$ cat config.mk
export PLATFORM = sky130hd
export DESIGN_NAME = ip_checksum
export DESIGN_NICKNAME = d
export VERILOG_FILES = /design/src/verilog/eth_pkg.sv /design/src/verilog/ip_checksum.sv
export SDC_FILE = /design/constraint.sdc
export NUM_CORES = 1
export LEC_CHECK = 0
export ABC_AREA = 1
export BUFFER_PORTS_ARGS = -buffer_cell sky130_fd_sc_hd__buf_2
export CAP_MARGIN = 20
export CORE_AREA = 5 5 113 115
export DETAILED_ROUTE_END_ITERATION = 12
export DIE_AREA = 0 0 118 120
export SLEW_MARGIN = 40
export SYNTH_ARGS = -nofsm -noshare
export SYNTH_HDL_FRONTEND = slang
export SYNTH_SLANG_ARGS = --single-unit
$ cat constraint.sdc
create_clock -name gmii_tx_clk -period 4 [get_ports gmii_tx_clk]
set_input_delay 0.8 -clock gmii_tx_clk [delete_from_list [all_inputs] [get_ports gmii_tx_clk]]
set_output_delay 0.8 -clock gmii_tx_clk [all_outputs]
set_load 0.01 [all_outputs]
$ cat src/verilog/eth_pkg.sv
package eth_pkg;

    // ********************
    // width types
    // ********************
    typedef logic [47:0] mac_addr_t;
    typedef logic [31:0] ip_addr_t;
    typedef logic [15:0] byte_cnt_t;    // byte counts and length fields
    typedef logic [31:0] tx_word_t;     // msb goes out first
    typedef logic [31:0] crc_t;

    // one gmii transmit beat
    typedef struct packed {
        logic       en;
        logic [7:0] data;
    } gmii_tx_t;

    // frame builder sections, in wire order after csum
    typedef enum logic [3:0] {
        ST_IDLE,
        ST_CSUM,        // waiting on ip header checksum
        ST_PREAMBLE,
        ST_MAC_HDR,
        ST_IP_HDR,
        ST_UDP_HDR,
        ST_PAYLOAD,
        ST_PAD,
        ST_FCS,
        ST_GAP          // interframe gap
    } tx_state_t;

    // ********************
    // fixed addressing
    // ********************
    localparam mac_addr_t BOARD_MAC  = 48'h12_34_56_78_9a_bc;
    localparam mac_addr_t DES_MAC    = 48'hff_ff_ff_ff_ff_ff;     // broadcast
    localparam ip_addr_t  BOARD_IP   = {8'd192, 8'd168, 8'd0, 8'd234};
    localparam ip_addr_t  DES_IP     = {8'd192, 8'd168, 8'd0, 8'd145};
    localparam byte_cnt_t BOARD_PORT = 16'd1234;
    localparam byte_cnt_t DES_PORT   = 16'd1234;

    // ********************
    // frame format
    // ********************
    localparam byte_cnt_t MIN_PAYLOAD  = 16'd18;  // 28 + 18 = 46 bytes min frame data
    localparam byte_cnt_t IFG_CYCLES   = 16'd12;
    localparam byte_cnt_t PREAMBLE_LEN = 16'd8;   // incl sfd
    localparam byte_cnt_t MAC_HDR_LEN  = 16'd14;
    localparam byte_cnt_t IP_HDR_LEN   = 16'd20;
    localparam byte_cnt_t UDP_HDR_LEN  = 16'd8;
    localparam byte_cnt_t FCS_LEN      = 16'd4;

    localparam logic [7:0]  PREAMBLE_BYTE = 8'h55;
    localparam logic [7:0]  SFD_BYTE      = 8'hd5;
    localparam logic [15:0] ETH_TYPE_IPV4 = 16'h0800;
    localparam logic [7:0]  IP_VER_IHL    = 8'h45;   // v4, 5 words
    localparam logic [15:0] IP_FLAGS      = 16'h4000; // don't fragment
    localparam logic [7:0]  IP_TTL        = 8'd64;
    localparam logic [7:0]  IP_PROTO_UDP  = 8'd17;

    // reflected crc-32
    localparam crc_t CRC_INIT = 32'hffff_ffff;
    localparam crc_t CRC_POLY = 32'hedb8_8320;

endpackage

$ cat src/verilog/ip_checksum.sv
module ip_checksum (
    input  logic               gmii_tx_clk,
    input  logic               reset,
    input  logic               start,
    input  eth_pkg::byte_cnt_t total_len,   // ip total length field
    input  logic [15:0]        ident,
    output logic [15:0]        csum,
    output logic               csum_valid   // 12 cycles after start
);
    import eth_pkg::*;

    logic        busy;
    logic [3:0]  step;      // 1..10 add halfword, 11 finish
    byte_cnt_t   len_q;
    logic [15:0] ident_q;
    logic [19:0] sum;       // 10 halfwords never pass 20 bits
    logic [15:0] hword;
    logic [16:0] fold1;
    logic [15:0] fold2;

    // header halfwords in order
    always_comb begin
        case (step)
            4'd1:    hword = {IP_VER_IHL, 8'h00};      // tos 0
            4'd2:    hword = len_q;
            4'd3:    hword = ident_q;
            4'd4:    hword = IP_FLAGS;
            4'd5:    hword = {IP_TTL, IP_PROTO_UDP};
            4'd6:    hword = 16'h0000;                 // the checksum field itself
            4'd7:    hword = BOARD_IP[31:16];
            4'd8:    hword = BOARD_IP[15:0];
            4'd9:    hword = DES_IP[31:16];
            4'd10:   hword = DES_IP[15:0];
            default: hword = 16'h0000;
        endcase
    end

    // end-around carry, second fold catches the carry of the first
    assign fold1 = {1'b0, sum[15:0]} + {13'd0, sum[19:16]};
    assign fold2 = fold1[15:0] + {15'd0, fold1[16]};

    // ********************
    // sequencer
    // ********************
    always_ff @(posedge gmii_tx_clk) begin
        if (reset) begin
            busy       <= 1'b0;
            step       <= 4'd0;
            csum_valid <= 1'b0;
        end else begin
            csum_valid <= 1'b0;
            if (start) begin
                busy <= 1'b1;
                step <= 4'd1;
            end else if (busy) begin
                if (step == 4'd11) begin
                    busy       <= 1'b0;
                    step       <= 4'd0;
                    csum_valid <= 1'b1;
                end else begin
                    step <= step + 4'd1;
                end
            end
        end
    end

    // accumulator and result
    always_ff @(posedge gmii_tx_clk) begin
        if (start) begin
            len_q   <= total_len;
            ident_q <= ident;
            sum     <= '0;
        end else if (busy && step <= 4'd10) begin
            sum <= sum + {4'd0, hword};
        end
        if (busy && step == 4'd11) begin
            csum <= ~fold2;
        end
    end

    // builder waits for csum_valid before asking again
    assert property (@(posedge gmii_tx_clk) disable iff (reset) start |-> !busy)
        else $error("ip_checksum restarted mid-sum");

endmodule

==> impl_metrics.env <==
export IMPL_grt_pass1_wl_um=18110
export IMPL_holdBufCountCts=0
export IMPL_synth_flop_cell="edfxtp_1"
export IMPL_setup_worst_path_start="sum[16]"
export IMPL_antenna_found_initial=0
export IMPL_hold_viol_final=0
export IMPL_ctsResizeCount=0
export IMPL_root_buffer="clkbuf_16"
export IMPL_setup_viol=0
export IMPL_max_vdd_ir_drop_v=0.0002421
export IMPL_synth_commonest_cells="147 x nand2_1, 73 x inv_1, 64 x nor2_1, 49 x nand3_1, 48 x edfxtp_1"
export IMPL_slew_viol_final=0
export IMPL_hpwl_um=8572
export IMPL_endpoint="csum[12]"
export IMPL_synth_edf_count=48
export IMPL_die_area_um2=14160
export IMPL_synth_area_leaders="edfxtp_1 32%, nand2_1 12%, dfxtp_1 11%, ha_1 7.1%, inv_1 6.0%"
export IMPL_fillers=1213
export IMPL_cts_buffer_depth=2
export IMPL_final_nets=705
export IMPL_cts_buffers=9
export IMPL_via_per_inst=4.967
export IMPL_n_antenna_cell=0
export IMPL_syn_to_final_growth_pct=15.50
export IMPL_max_freq_mhz=305.2
export IMPL_seq_area_frac_synth=0.4288
export IMPL_reg2reg_from="sum[16]"
export IMPL_path_class="reg2reg"
export IMPL_fp_coreArea_um2=11710
export IMPL_worstPathMaxFanout=6
export IMPL_grt_pass1_vias=3998
export IMPL_mappedNetlistArea_um2=4576
export IMPL_slew_headroom=0.6771
export IMPL_layout_drive_gt1_share=0.1468
export IMPL_initialDrtViolationCount=215
export IMPL_gr_max_usage_layer="met2"
export IMPL_htreeDepth=3
export IMPL_regArea_um2=1962
export IMPL_synth_top_area_cell="edfxtp_1"
export IMPL_async_flop_share=0
export IMPL_use_met3=0.02639
export IMPL_final_util=0.4513
export IMPL_rrSetupSlack_ns=0.72
export IMPL_multi_input_area_um2=2290
export IMPL_die_h_um=120
export IMPL_grt_max_degree=28
export IMPL_die_w_um=118
export IMPL_hold_path_class="reg2reg"
export IMPL_wirelength_um=10660
export IMPL_globalRouteMet1Util=0.1865
export IMPL_finalSetupTns_ns=0
export IMPL_place_gp_congestion=0.8997
export IMPL_r2r_end="csum[12]"
export IMPL_r2r_cells=17
export IMPL_clk_pin_slew_ns=0.06
export IMPL_fin_cells=794
export IMPL_period_minus_slack_ns=3.277
export IMPL_yosysMostFrequentCell="nand2_1"
export IMPL_rsz0062_at_grt="no"
export IMPL_critPathArrivalTime_ns=3.36
export IMPL_drcViolationCount=0
export IMPL_placedCellCount=778
export IMPL_tightest_slew_ns=0.4838
export IMPL_maxCapViolations=0
export IMPL_io_pins=52
export IMPL_cellLeakagePower_nw=2.399
export IMPL_rows=40
export IMPL_post_cts_buffers=0
export IMPL_power_density_nw_per_um2=359.1
export IMPL_crit_required_ns=4.09
export IMPL_dpl_cell_area_um2=4999
export IMPL_syn_avg_cell_area_um2=7.822
export IMPL_gr_total_overflow=0
export IMPL_grtUsageTotal=0.1559
export IMPL_cts_tree="built"
export IMPL_power_mw=1.898
export IMPL_start_kind="register"
export IMPL_postLayoutCellArea_um2=5285
export IMPL_skew_ns=0.005677
export IMPL_min_period_over_period=0.8192
export IMPL_critPathCaptureType="register"
export IMPL_cts_sinks=74
export IMPL_clock_latency_ns=0.33
export IMPL_synth_top_area_share=0.3150
export IMPL_syn_nets=648
export IMPL_port_buffers=51
export IMPL_initial_utilization=0.3907
export IMPL_antenna_left=0
export IMPL_first_pass_iters=5
export IMPL_ys_types=36
export IMPL_vias=3944
export IMPL_synth_seq_cells=74
export IMPL_synth_cells=585
export IMPL_grt_util_met2=0.2751
export IMPL_status="complete, no violations"
export IMPL_ys_warn_count=0
export IMPL_wl_per_cell_um=13.42
==> layout make-up <==
| type | count | area share |
|---|---|---|
| repair buffers | 54 | 0.05256 |
| well taps | 147 | 0.03480 |
| multi-input cells | 427 | 0.4332 |
| clock inverters | 6 | 0.01089 |
| inverters | 76 | 0.05398 |
| flip-flops and latches | 74 | 0.3712 |
| clock buffers | 10 | 0.04332 |
==> metrics by stage <==
stage               worst slack [ns]  hold WS [ns]
CTS                           0.6589        0.5363
global route                  0.4497        0.5674
finish                        0.7232        0.5315
detailed placement            0.6520        0.5285
floorplan                      1.401        0.4783
global placement              0.7742        0.5025
==> per-layer routing <==
layer  vias up  part of all wire
li1       2065                 -
met1      1754              0.45
met2       105              0.48
met3        20             0.049
met4         0             0.022
met5         -                 0
==> sequential cells by signal, summed over array words and instances, names as in the netlist <==
| signal | flops |
|---|---|
| busy | 1 |
| ident_q | 16 |
| csum | 16 |
| step | 4 |
| csum_valid | 1 |
| len_q | 16 |
| sum | 20 |
==> placed cells by master, fill, tap and decap left out, drive strengths merged, types with 3 or more instances in the layout <==
master,Yosys,final
clkbuf,6,10
xnor2,4,4
o21bai,3,3
nand4,11,11
clkinv,0,4
nand2,159,159
edfxtp,48,48
inv,76,76
buf,2,54
nand3,53,53
ha,26,26
a221o,3,3
nor2,69,69
nor3,4,4
o21ai,28,28
a22o,5,5
xor2,10,10
dfxtp,26,26
a21oi,36,36
nor4,4,4
==> worst max-delay path: stages, from the launching register on <==
cell and delay (ns):
dfxtp_1 0.46, ha_1 0.28, fa_1 0.26, nand2_1 0.10, nand2_2 0.11, nand3_1 0.11
nor3_1 0.34, ha_1 0.24, ha_1 0.18, inv_1 0.05, nor2_1 0.09, nand3_1 0.10
nor2_1 0.17, nand3_2 0.13, nor2_2 0.18, nand3_1 0.10, nand2_1 0.08, nand2_1 0.04
==> how the worst min path moves through the flow <==
stage,cells past startpoint,to,start
2_1_floorplan,2,sum[19],sum[19]
3_3_place_gp,2,sum[19],sum[19]
3_5_place_dp,2,sum[19],sum[19]
4_1_cts,2,sum[19],sum[19]
5_1_grt,2,csum_valid,busy
6_report,2,sum[19],sum[19]
==> report_power, final <==
group / total, mW / internal, mW / switching [mW]
logic: 0.216 / 0.0804 / 0.135
registers: 0.894 / 0.860 / 0.0340
clock network: 0.788 / 0.479 / 0.310
==> cells by family after synthesis <==
| kind of cell | share of synthesized area |
|---|---|
| AO/OA/AOI/OAI | 0.1050 |
| XOR/XNOR | 0.02680 |
| adder cells (fa/ha/maj) | 0.07985 |
| buffers and inverters | 0.07082 |
| flip-flops | 0.4288 |
| AND/OR/NAND/NOR | 0.2888 |
(Power assumes the default switching activity.)
