`src/verilog/eth_pkg.sv`:
```
package eth_pkg;

    // ********************
    // width types
    // ********************
    typedef logic [47:0] mac_addr_t;
    typedef logic [31:0] ip_addr_t;
    typedef logic [15:0] byte_cnt_t;    // byte counts and length fields
    typedef logic [31:0] tx_word_t;     // msb goes out first
    typedef logic [31:0] crc_t;

    // one gmii transmit beat
    typedef struct packed {
        logic       en;
        logic [7:0] data;
    } gmii_tx_t;

    // frame builder sections, in wire order after csum
    typedef enum logic [3:0] {
        ST_IDLE,
        ST_CSUM,        // waiting on ip header checksum
        ST_PREAMBLE,
        ST_MAC_HDR,
        ST_IP_HDR,
        ST_UDP_HDR,
        ST_PAYLOAD,
        ST_PAD,
        ST_FCS,
        ST_GAP          // interframe gap
    } tx_state_t;

    // ********************
    // fixed addressing
    // ********************
    localparam mac_addr_t BOARD_MAC  = 48'h12_34_56_78_9a_bc;
    localparam mac_addr_t DES_MAC    = 48'hff_ff_ff_ff_ff_ff;     // broadcast
    localparam ip_addr_t  BOARD_IP   = {8'd192, 8'd168, 8'd0, 8'd234};
    localparam ip_addr_t  DES_IP     = {8'd192, 8'd168, 8'd0, 8'd145};
    localparam byte_cnt_t BOARD_PORT = 16'd1234;
    localparam byte_cnt_t DES_PORT   = 16'd1234;

    // ********************
    // frame format
    // ********************
    localparam byte_cnt_t MIN_PAYLOAD  = 16'd18;  // 28 + 18 = 46 bytes min frame data
    localparam byte_cnt_t IFG_CYCLES   = 16'd12;
    localparam byte_cnt_t PREAMBLE_LEN = 16'd8;   // incl sfd
    localparam byte_cnt_t MAC_HDR_LEN  = 16'd14;
    localparam byte_cnt_t IP_HDR_LEN   = 16'd20;
    localparam byte_cnt_t UDP_HDR_LEN  = 16'd8;
    localparam byte_cnt_t FCS_LEN      = 16'd4;

    localparam logic [7:0]  PREAMBLE_BYTE = 8'h55;
    localparam logic [7:0]  SFD_BYTE      = 8'hd5;
    localparam logic [15:0] ETH_TYPE_IPV4 = 16'h0800;
    localparam logic [7:0]  IP_VER_IHL    = 8'h45;   // v4, 5 words
    localparam logic [15:0] IP_FLAGS      = 16'h4000; // don't fragment
    localparam logic [7:0]  IP_TTL        = 8'd64;
    localparam logic [7:0]  IP_PROTO_UDP  = 8'd17;

    // reflected crc-32
    localparam crc_t CRC_INIT = 32'hffff_ffff;
    localparam crc_t CRC_POLY = 32'hedb8_8320;

endpackage

```
`src/verilog/crc32_d8.sv`:
```
module crc32_d8 (
    input  logic          gmii_tx_clk,
    input  logic          reset,
    input  logic          clear,        // restart at all ones
    input  logic          data_valid,
    input  logic [7:0]    data,
    output eth_pkg::crc_t crc           // fcs value, send lsb byte first
);
    import eth_pkg::*;

    crc_t crc_q;      // running remainder, reflected
    crc_t crc_nxt;

    // ********************
    // byte update
    // ********************
    // lsb-first shift, one bit per iteration
    always_comb begin
        crc_nxt = crc_q ^ {24'd0, data};
        for (int i = 0; i < 8; i++) begin
            if (crc_nxt[0]) begin
                crc_nxt = (crc_nxt >> 1) ^ CRC_POLY;
            end else begin
                crc_nxt = crc_nxt >> 1;
            end
        end
    end

    always_ff @(posedge gmii_tx_clk) begin
        if (reset || clear) begin
            crc_q <= CRC_INIT;
        end else if (data_valid) begin
            crc_q <= crc_nxt;       // hold when no byte
        end
    end

    // reflected register already holds wire bit order
    // so only the final inversion is left
    assign crc = ~crc_q;

endmodule

```
`src/verilog/udp_tx.sv`:
```
module udp_tx (
    input  logic               gmii_tx_clk,
    input  logic               reset,
    input  logic               tx_start_en,
    input  eth_pkg::byte_cnt_t tx_byte_num,
    output logic               tx_req,       // fifo read, 2 cycles ahead of use
    input  eth_pkg::tx_word_t  tx_data,
    output logic               tx_done,
    output logic               csum_start,
    output eth_pkg::byte_cnt_t csum_len,
    output logic [15:0]        csum_ident,
    input  logic [15:0]        csum,
    input  logic               csum_valid,
    output eth_pkg::gmii_tx_t  gmii_tx
);
    import eth_pkg::*;

    tx_state_t   state;
    byte_cnt_t   cnt;           // byte index inside current section
    byte_cnt_t   byte_num_q;    // payload bytes of this frame
    byte_cnt_t   pad_len;
    byte_cnt_t   ip_len;
    byte_cnt_t   udp_len;
    logic [15:0] ident_q;       // per-frame ip identification
    logic [15:0] csum_q;
    logic        sec_last;      // last byte of section this cycle
    logic        en_nxt;
    logic [7:0]  byte_nxt;
    logic        crc_en;
    crc_t        crc;

    logic [8*MAC_HDR_LEN-1:0] mac_hdr;
    logic [8*IP_HDR_LEN-1:0]  ip_hdr;
    logic [8*UDP_HDR_LEN-1:0] udp_hdr;

    // ********************
    // checksum handoff
    // ********************
    assign csum_start = tx_start_en && (state == ST_IDLE);   // busy drops the pulse
    assign csum_len   = tx_byte_num + IP_HDR_LEN + UDP_HDR_LEN;
    assign csum_ident = ident_q;

    // length fields carry the true count, padding not included
    assign ip_len  = byte_num_q + IP_HDR_LEN + UDP_HDR_LEN;
    assign udp_len = byte_num_q + UDP_HDR_LEN;
    assign pad_len = (byte_num_q < MIN_PAYLOAD) ? MIN_PAYLOAD - byte_num_q : '0;

    // headers as flat byte strings, first byte in the msbs
    assign mac_hdr = {DES_MAC, BOARD_MAC, ETH_TYPE_IPV4};
    assign ip_hdr  = {IP_VER_IHL, 8'h00, ip_len, ident_q, IP_FLAGS,
                      IP_TTL, IP_PROTO_UDP, csum_q, BOARD_IP, DES_IP};
    assign udp_hdr = {BOARD_PORT, DES_PORT, udp_len, 16'h0000};    // udp csum unused

    // word fetch: cycle before byte 0 of each word is selected
    assign tx_req = ((state == ST_UDP_HDR) && (cnt == UDP_HDR_LEN - 1'b1)
                        && (byte_num_q != '0))
                 || ((state == ST_PAYLOAD) && (cnt[1:0] == 2'd3)
                        && (cnt + 1'b1 < byte_num_q));

    // ********************
    // next byte select
    // ********************
    always_comb begin
        en_nxt   = 1'b1;
        byte_nxt = 8'h00;
        crc_en   = 1'b0;
        sec_last = 1'b0;
        case (state)
            ST_CSUM: begin
                en_nxt   = csum_valid;      // first preamble byte leaves with csum
                byte_nxt = PREAMBLE_BYTE;
            end
            ST_PREAMBLE: begin
                sec_last = (cnt == PREAMBLE_LEN - 1'b1);
                byte_nxt = sec_last ? SFD_BYTE : PREAMBLE_BYTE;
            end
            ST_MAC_HDR: begin
                byte_nxt = mac_hdr[8*(MAC_HDR_LEN - 1'b1 - cnt) +: 8];
                crc_en   = 1'b1;
                sec_last = (cnt == MAC_HDR_LEN - 1'b1);
            end
            ST_IP_HDR: begin
                byte_nxt = ip_hdr[8*(IP_HDR_LEN - 1'b1 - cnt) +: 8];
                crc_en   = 1'b1;
                sec_last = (cnt == IP_HDR_LEN - 1'b1);
            end
            ST_UDP_HDR: begin
                byte_nxt = udp_hdr[8*(UDP_HDR_LEN - 1'b1 - cnt) +: 8];
                crc_en   = 1'b1;
                sec_last = (cnt == UDP_HDR_LEN - 1'b1);
            end
            ST_PAYLOAD: begin
                byte_nxt = tx_data[8*(3 - cnt[1:0]) +: 8];     // msb first
                crc_en   = 1'b1;
                sec_last = (cnt == byte_num_q - 1'b1);
            end
            ST_PAD: begin
                crc_en   = 1'b1;                               // zeros
                sec_last = (cnt == pad_len - 1'b1);
            end
            ST_FCS: begin
                byte_nxt = crc[8*cnt[1:0] +: 8];               // lsb byte first
                sec_last = (cnt == FCS_LEN - 1'b1);
            end
            ST_GAP: begin
                en_nxt   = 1'b0;
                sec_last = (cnt == IFG_CYCLES);
            end
            default: en_nxt = 1'b0;                            // idle
        endcase
    end

    // ********************
    // fsm and output reg
    // ********************
    always_ff @(posedge gmii_tx_clk) begin
        if (reset) begin
            state   <= ST_IDLE;
            cnt     <= '0;
            ident_q <= '0;
            tx_done <= 1'b0;
            gmii_tx <= '0;
        end else begin
            gmii_tx.en   <= en_nxt;
            gmii_tx.data <= en_nxt ? byte_nxt : 8'h00;
            tx_done      <= (state == ST_GAP) && (cnt == '0);  // after last fcs byte

            if (state == ST_IDLE) begin
                cnt <= '0;
            end else if (state == ST_CSUM) begin
                cnt <= {15'd0, csum_valid};     // byte 0 already sent
            end else begin
                cnt <= sec_last ? '0 : cnt + 1'b1;
            end

            case (state)
                ST_IDLE: if (tx_start_en) state <= ST_CSUM;
                ST_CSUM: if (csum_valid) state <= ST_PREAMBLE;
                default: begin
                    if (sec_last) begin
                        case (state)
                            ST_PREAMBLE: state <= ST_MAC_HDR;
                            ST_MAC_HDR:  state <= ST_IP_HDR;
                            ST_IP_HDR:   state <= ST_UDP_HDR;
                            ST_UDP_HDR:  state <= (byte_num_q != '0) ? ST_PAYLOAD : ST_PAD;
                            ST_PAYLOAD:  state <= (pad_len != '0) ? ST_PAD : ST_FCS;
                            ST_PAD:      state <= ST_FCS;
                            ST_FCS: begin
                                state   <= ST_GAP;
                                ident_q <= ident_q + 16'd1;   // next frame's id
                            end
                            default:     state <= ST_IDLE;   // end of gap
                        endcase
                    end
                end
            endcase
        end
    end

    // frame parameters, loaded once per frame
    always_ff @(posedge gmii_tx_clk) begin
        if (csum_start) begin
            byte_num_q <= tx_byte_num;
        end
        if ((state == ST_CSUM) && csum_valid) begin
            csum_q <= csum;
        end
    end

    // fcs over mac header through padding
    crc32_d8 u_crc32_d8 (
        .gmii_tx_clk (gmii_tx_clk),
        .reset       (reset),
        .clear       (state == ST_CSUM),
        .data_valid  (crc_en),
        .data        (byte_nxt),
        .crc         (crc)
    );

    // en only ever ends a frame together with tx_done
    assert property (@(posedge gmii_tx_clk) disable iff (reset) $fell(gmii_tx.en) |-> tx_done)
        else $error("gmii_tx.en dropped mid-frame");

endmodule

```
`config.mk`:
```
export PLATFORM = sky130hd
export DESIGN_NAME = udp_tx
export DESIGN_NICKNAME = d
export VERILOG_FILES = /design/src/verilog/eth_pkg.sv /design/src/verilog/crc32_d8.sv /design/src/verilog/udp_tx.sv
export SDC_FILE = /design/constraint.sdc
export NUM_CORES = 1
export LEC_CHECK = 0
export ABC_CLOCK_PERIOD_IN_PS = 5600
export BUFFER_PORTS_ARGS = -buffer_cell sky130_fd_sc_hd__buf_2
export CAP_MARGIN = 20
export CORE_AREA = 5 5 135 169
export DETAILED_ROUTE_END_ITERATION = 10
export DIE_AREA = 0 0 140 174
export GPL_TIMING_DRIVEN = 0
export PLACE_DENSITY = 0.77
export SYNTH_ARGS = -nofsm -noshare
export SYNTH_HDL_FRONTEND = slang
export SYNTH_HIERARCHICAL = 1
export SYNTH_SLANG_ARGS = --single-unit
```
`constraint.sdc`:
```
create_clock -name gmii_tx_clk -period 5.6 [get_ports gmii_tx_clk]
set_input_delay 0.56 -clock gmii_tx_clk [delete_from_list [all_inputs] [get_ports gmii_tx_clk]]
set_output_delay 0.56 -clock gmii_tx_clk [all_outputs]
set_load 0.02 [all_outputs]
```
==> results of run 1 <==
==> flip-flops by register name, indices dropped and copies added (netlist names) <==
register,flops
u_crc32_d8/crc_q,32
byte_num_q,16
cnt,16
csum_ident,16
csum_q,16
gmii_tx,9
state,4
tx_done,1
==> worst max-delay path, cell delays in order (launching register included) <==
cell,delay (ns)
dfxtp_1,0.43
clkbuf_1,0.49
buf_1,0.60
clkbuf_1,0.51
clkbuf_1,0.50
mux4_2,0.41
a221oi_1,0.44
nand3_1,0.29
xor2_4,0.27
xnor2_2,0.42
xnor3_2,0.58
and4_2,0.26
a311oi_1,0.20
==> placed cells by master (no fill, tap or decap), drive strengths merged, types with 8 or more instances in the layout <==
master   synthesis  final
buf             23    142
nand2          114    114
xnor2          107    107
nor2            96     96
dfxtp           78     78
clkbuf          60     69
inv             65     67
nand3           52     52
o21ai           49     49
a21oi           43     43
ha              38     38
nor3            37     37
edfxtp          32     32
o211ai          29     29
mux2i           23     23
and3            22     22
xor2            22     22
a31oi           22     22
nor2b           19     19
nor4            18     18
nand4           15     15
mux4            14     14
mux2            14     14
a211oi          13     13
or4             11     11
a21o            10     10
and2             9      9
a221oi           9      9
o22ai            8      8
o31ai            8      8
a2111oi          8      8
==> cell usage after synthesis, types with 10 or more instances <==
cell and number:
o21ai_0 47, edfxtp_1 32, nor3_1 30, a21o_1 10, buf_1 11, a211oi_1 13
clkbuf_1 60, nand3_1 52, inv_1 64, mux2i_1 23, nor2b_1 19, o211ai_1 29
ha_1 38, mux4_2 14, xnor2_1 102, and3_1 22, nand2_1 114, a31oi_1 22
nor4_1 17, a21oi_1 42, nand4_1 15, dfxtp_1 78, xor2_1 21, nor2_1 96
==> worst max path at each step <==
stage / end / depth (start not counted) / start / slack (ns)
after global placement: state[3] / 20 / byte_num_q[3] / -1.34
after detailed placement: state[3] / 20 / byte_num_q[3] / -1.20
after floorplan: csum_ident[13] / 21 / byte_num_q[3] / 0.66
after CTS: csum_ident[14] / 21 / byte_num_q[3] / 0.08
after global routing: csum_ident[14] / 20 / byte_num_q[0] / -0.001
final: u_crc32_d8/crc_q[26] / 12 / cnt[1] / 0.10
==> routing by layer <==
metal / track usage [%] / vias to the layer above
li1: - / 4588
met1: 34.0 / 4737
met2: 49.1 / 562
met3: 5.42 / 138
met4: 16.0 / 0
met5: 0 / -
==> cells by family (layout without fill, tap and decap cells) <==
family          Yosys count  in the layout  share of synthesized area, %
mux                      51             51                          7.23
compound gates          266            266                          19.5
flops                   110            110                          25.9
xor+xnor                135            135                          13.6
buf+inv                 150            284                          6.13
simple gates            434            434                          22.6
fa+ha+maj                38             38                          4.89
==> what timing repair did <==
item                                   in CTS  in global routing
setup endpoints to repair                  61                 32
endpoints found under the hold margin       0                  0
resized for setup                          18                 17
pin swaps                                   2                  1
buffers inserted                            5                  0
==> area by class of cell <==
cell class	count	share of cell area, %
plain buffers	83	3.23
clock buffers	10	2.16
clock inverters	6	0.474
inverters	67	2.34
multi-input cells	924	60.3
flip-flops and latches	110	22.8
well taps	279	3.15
repair buffers	118	5.55
==> stage by stage <==
| step | cells | cell area, sq um | power (mW) |
|---|---|---|---|
| after floorplan | 1184 | 9720 | 3.67 |
| after global placement | 1574 | 10600 | 4.40 |
| after detailed placement | 1576 | 10700 | 4.43 |
| after CTS | 1597 | 11000 | 5.11 |
| after global routing | 1597 | 11100 | 5.49 |
| final | 1597 | 11100 | 5.17 |
==> power by group through the flow <==
stage / clock (mW) / sequential (mW) / combinational (mW)
floorplan: 0 / 1.07 / 2.60
global placement: 0 / 1.09 / 3.31
detailed placement: 0 / 1.09 / 3.35
CTS: 0.659 / 1.07 / 3.38
global route: 0.690 / 1.09 / 3.71
finish: 0.650 / 1.08 / 3.45
==> impl_metrics.json, run 1 <==
{
  "final_util_pct": 52.3,
  "end_kind": "register",
  "numCtsBuffers": 9,
  "synth-seq-area-share_pct": 25.9,
  "num_io_pins": 112,
  "drive_above_1_share_pct": 17.2,
  "cp_data_required_time_ns": 5.87,
  "ys_seq_elements": 110,
  "drt_iter0_markers": 936,
  "maxCapViolCount": 0,
  "num-fill-cells": 2059,
  "clock_sinks": 110,
  "intPower_mw": 2.77,
  "fp.dieW_um": 140,
  "combPwrFrac_pct": 66.6,
  "clock_power_share_pct": 12.6,
  "routedLengthMet1_um": 13900,
  "grt-ovfl-total": 0,
  "cts_htree_levels": 3,
  "gp_congestion": 1.00,
  "synth.net_count": 1290,
  "hp-class": "primary input to register",
  "maxSlewViolCount": 0,
  "dr.max_layer_used": "met4",
  "regArea_sq_mm": 0.00252,
  "wl_met2_um": 17300,
  "port_buffers": 111,
  "fmax_ghz": 0.182,
  "n_antenna_cell": 0,
  "yosys.area.top_type": "dfxtp_1",
  "clock_latency_ns": 0.37,
  "synth_edf_count": 32,
  "path_clk_slew_ns": 0.08,
  "grt_pass1_wl_um": 55500,
  "period_share_pct": 98.2,
  "period_needed_ns": 5.50,
  "area_growth_pct": 14.0,
  "switching_share_pct": 46.4,
  "peakVddDrop_mv": 0.415,
  "dr.pass1.iters": 6,
  "reg2reg_from": "cnt[1]",
  "clock_path_buffers": 2,
  "holdPathEnd": "csum_q[1]",
  "leakagePower_nw": 4.52,
  "yosys-top-cells-area": "dfxtp_1 (16%), edfxtp_1 (9.9%), xnor2_1 (9.2%)",
  "synth_cells": 1184,
  "cts_root_buf": "clkbuf_16",
  "wl_um": 36000,
  "synth_warnings": 6,
  "worst_slew_pin_slew_ns": 1.17,
  "fin_ws_ns": 0.101,
  "core_region_area_sq_mm": 0.0212,
  "holdWs_ns": 0.367,
  "finalSetupTns_ns": 0,
  "drc": 0,
  "synth.top_cell.area_share_pct": 16.1,
  "initial_core_util_pct": 45.9,
  "detailed_place_hpwl_um": 28000,
  "antenna_left": 0,
  "criticalPathCategory": "register to register",
  "reg2reg_to": "u_crc32_d8/crc_q[26]",
  "dieArea_sq_mm": 0.0244,
  "antenna_found_initial": 0,
  "p_per_area_mw_per_mm2": 467,
  "cp-start-kind": "register",
  "async_flop_share_pct": 0,
  "dp_slack_ns": -1.20,
  "chipHeight_um": 174,
  "synth_ff_type": "dfxtp_1",
  "cts.hold.buffers_added": 0,
  "crit_arrival_ns": 5.77,
  "ys_types": 89,
  "switchingPower_mw": 2.40,
  "gr-usage-all-layers_pct": 28.8,
  "hold_depth": 1,
  "setup_viol": 0,
  "cts_tree": "done",
  "netlist_area_sq_mm": 0.00972,
  "min_from": "csum[1]",
  "synth_area_per_cell_sq_um": 8.21,
  "regToRegSetupSlack_ns": 0.10,
  "met3_length_um": 2690,
  "grt_max_degree": 20,
  "vias": 10025,
  "pwr-share-seq_pct": 20.8,
  "vias_per_cell": 6.28,
  "worst_r2r_path_depth": 12,
  "multiInputGateArea_sq_mm": 0.00669,
  "nNetsFinal": 1419,
  "avgRoutedWirePerCell_um": 22.6,
  "hold_violations": 0,
  "rows": 60,
  "max_slew_margin_pct": 21.6,
  "status": "finished, final reports clean",
  "skew_ns": 0.0144,
  "crit_path_max_fanout": 10,
  "grt_pass1_vias": 9732
}
Note: power is estimated with default switching activity, not from simulation.
==> inputs of run 2 (changes only) <==
--- a/config.mk
+++ b/config.mk
@@ -8,11 +8,13 @@
 export ABC_CLOCK_PERIOD_IN_PS = 5600
 export BUFFER_PORTS_ARGS = -buffer_cell sky130_fd_sc_hd__buf_2
 export CAP_MARGIN = 20
-export CORE_AREA = 5 5 135 169
+export CELL_PAD_IN_SITES_DETAIL_PLACEMENT = 1
+export CELL_PAD_IN_SITES_GLOBAL_PLACEMENT = 1
+export CORE_AREA = 5 5 138 173
 export DETAILED_ROUTE_END_ITERATION = 10
-export DIE_AREA = 0 0 140 174
+export DIE_AREA = 0 0 143 178
 export GPL_TIMING_DRIVEN = 0
-export PLACE_DENSITY = 0.77
+export PLACE_DENSITY = 0.92
 export SYNTH_ARGS = -nofsm -noshare
 export SYNTH_HDL_FRONTEND = slang
 export SYNTH_HIERARCHICAL = 1
==> run 2 against run 1 <==
  * First-iteration DRC count is 16% higher
  * Die area is 4.5% higher
  * Wire length is 13% higher
  * Sequential share of layout area hardly changed
  * Largest cell class unchanged
  * Largest power group unchanged
  * Highest routed layer unchanged
==> impl_metrics.json, run 2 (synthesis results as in run 1) <==
{
  "routedLengthMet1_um": 14600,
  "met3_length_um": 2940,
  "num_io_pins": 112,
  "hp-class": "primary input to register",
  "rsz0062_at_grt": "no",
  "worst_r2r_path_depth": 20,
  "p_per_area_mw_per_mm2": 488,
  "criticalPathCategory": "register to register",
  "wl_met2_um": 19800,
  "dieArea_sq_mm": 0.0255,
  "fp.dieW_um": 143,
  "combPwrFrac_pct": 67.7,
  "grt_pass1_vias": 10930,
  "skew_ns": 0.0183,
  "cp-start-kind": "register",
  "core_region_area_sq_mm": 0.0221,
  "grt_pass1_wl_um": 62000,
  "num-fill-cells": 2697,
  "nNetsFinal": 1416,
  "largest_register": "u_crc32_d8/crc_q",
  "end_kind": "register",
  "detailed_place_hpwl_um": 30600,
  "regArea_sq_mm": 0.00252,
  "largest_reg_flops": 32,
  "dr.pass1.iters": 5,
  "period_needed_ns": 5.48,
  "wl_um": 40600,
  "area_growth_pct": 13.9,
  "final_common_cell": "buf_2",
  "dr.max_layer_used": "met4",
  "rows": 61,
  "drive_above_1_share_pct": 17.2,
  "grt_max_degree": 21,
  "chipHeight_um": 178,
  "antenna_found_initial": 1,
  "path_clk_slew_ns": 0.08,
  "final_util_pct": 50.2,
  "cts_tree": "done",
  "drc": 0,
  "crit_arrival_ns": 5.74,
  "switchingPower_mw": 2.64,
  "slowest_delay_ns": 0.55,
  "clock_path_buffers": 2,
  "avgRoutedWirePerCell_um": 25.4,
  "multiInputGateArea_sq_mm": 0.00669,
  "crit_path_top_delay_cell": "or4_4",
  "intPower_mw": 2.77,
  "vias_per_cell": 6.55,
  "clock_sinks": 110,
  "grt-ovfl-total": 0,
  "cp_data_required_time_ns": 5.87,
  "hold_depth": 1,
  "layout_common_cells": "buf_2 (122), nand2_1 (113), xnor2_1 (97)",
  "numCtsBuffers": 9,
  "maxCapViolCount": 0,
  "switching_share_pct": 48.7,
  "drt_iter0_markers": 1086,
  "initial_core_util_pct": 44.1,
  "gr-usage-all-layers_pct": 31.5,
  "clock_latency_ns": 0.38,
  "maxSlewViolCount": 0,
  "finalPower_mw": 5.41,
  "cts_root_buf": "clkbuf_16",
  "peakVddDrop_mv": 0.590,
  "antenna_left": 0,
  "status": "finished, final reports clean",
  "cts_htree_levels": 3,
  "cts.hold.buffers_added": 0,
  "crit_path_max_fanout": 10,
  "max_slew_margin_pct": 33.3,
  "hold_violations": 0,
  "port_buffers": 111,
  "worstPathCellList": "buf_2 -> inv_1 -> ha_1 -> nor3b_2 -> o2111ai_2 -> buf_4 -> nor3_1 -> a21oi_1 -> ha_1 -> clkbuf_2 -> nor3_1 -> and4b_1 -> a311oi_1 -> o2111ai_1 -> a2111o_1 -> or4_4 -> or2_4 -> buf_6 -> nor3_2 -> mux2_1",
  "vias": 10467,
  "gp_congestion": 0.988,
  "clock_power_share_pct": 12.4,
  "pwr-share-seq_pct": 20.0,
  "setup_viol": 0,
  "leakagePower_nw": 4.54,
  "fmax_ghz": 0.183,
  "worst_slew_pin_slew_ns": 1.00,
  "period_share_pct": 97.8
}
## run 2: cell count changes in the layout (fill, tap and decap cells not counted), sizes merged
cell	delta
inv	+2
diode	+1
clkinv	-2
buf	-3
## run 2: worst paths after layout
path	startpoint	end	slack, ns
worst min register to register	u_crc32_d8/crc_q[20]	u_crc32_d8/crc_q[20]	0.50
worst min-delay path	csum[3]	csum_q[3]	0.35
worst max-delay path	byte_num_q[0]	csum_ident[14]	0.12
worst max register to register	byte_num_q[0]	csum_ident[14]	0.12
## run 2: area by class of cell
type	count	area share, %
buffer	81	3.21
timing repair buffer	117	5.46
clock buffer	10	2.07
inverter	67	2.31
tap	283	3.20
antenna	1	0.0226
clock inverter	6	0.542
sequential	110	22.8
multi-input combinational	924	60.4
## run 2: stage by stage
stage | instance area [sq um] | TNS (ns) | cells | setup slack [ns] | hold WS [ns]
global placement | 10600 | -38.52 | 1578 | -1.10 | 0.463
detailed placement | 10600 | -44.39 | 1579 | -1.15 | 0.483
finish | 11100 | 0 | 1599 | 0.121 | 0.353
floorplan | 9720 | 0 | 1184 | 0.660 | 0.449
global route | 11100 | 0 | 1599 | 0.00664 | 0.350
CTS | 11000 | 0 | 1597 | 0.0113 | 0.345
## run 2: power by group through the flow
stage          logic (mW)  clock network, mW  registers, mW
2_1_floorplan        2.60                  0           1.07
3_3_place_gp         3.28                  0           1.08
3_5_place_dp         3.44                  0           1.09
4_1_cts              3.53              0.674           1.08
5_1_grt              3.83              0.701           1.09
6_report             3.66              0.670           1.08
## run 2: critical path, delay by kind of cell, from the launching register on
kind	cells	cell delay, ns
flops	1	0.38
compound gates	5	1.30
mux	1	0.34
simple gates	7	1.86
buf+inv	5	1.00
fa+ha+maj	2	0.48
## run 2: what timing repair did
action                                  CTS  global route
setup buffers                             3             2
hold endpoints to repair                  0             0
gates resized for setup                  19            17
endpoints found under the setup margin   64            39
pin swaps                                 2             1
## run 2: layer usage
metal,GRT usage (%),vias to the layer above
met3,5.28,203
met5,0,-
met2,53.8,592
li1,-,4578
met4,23.4,0
met1,34.7,5094
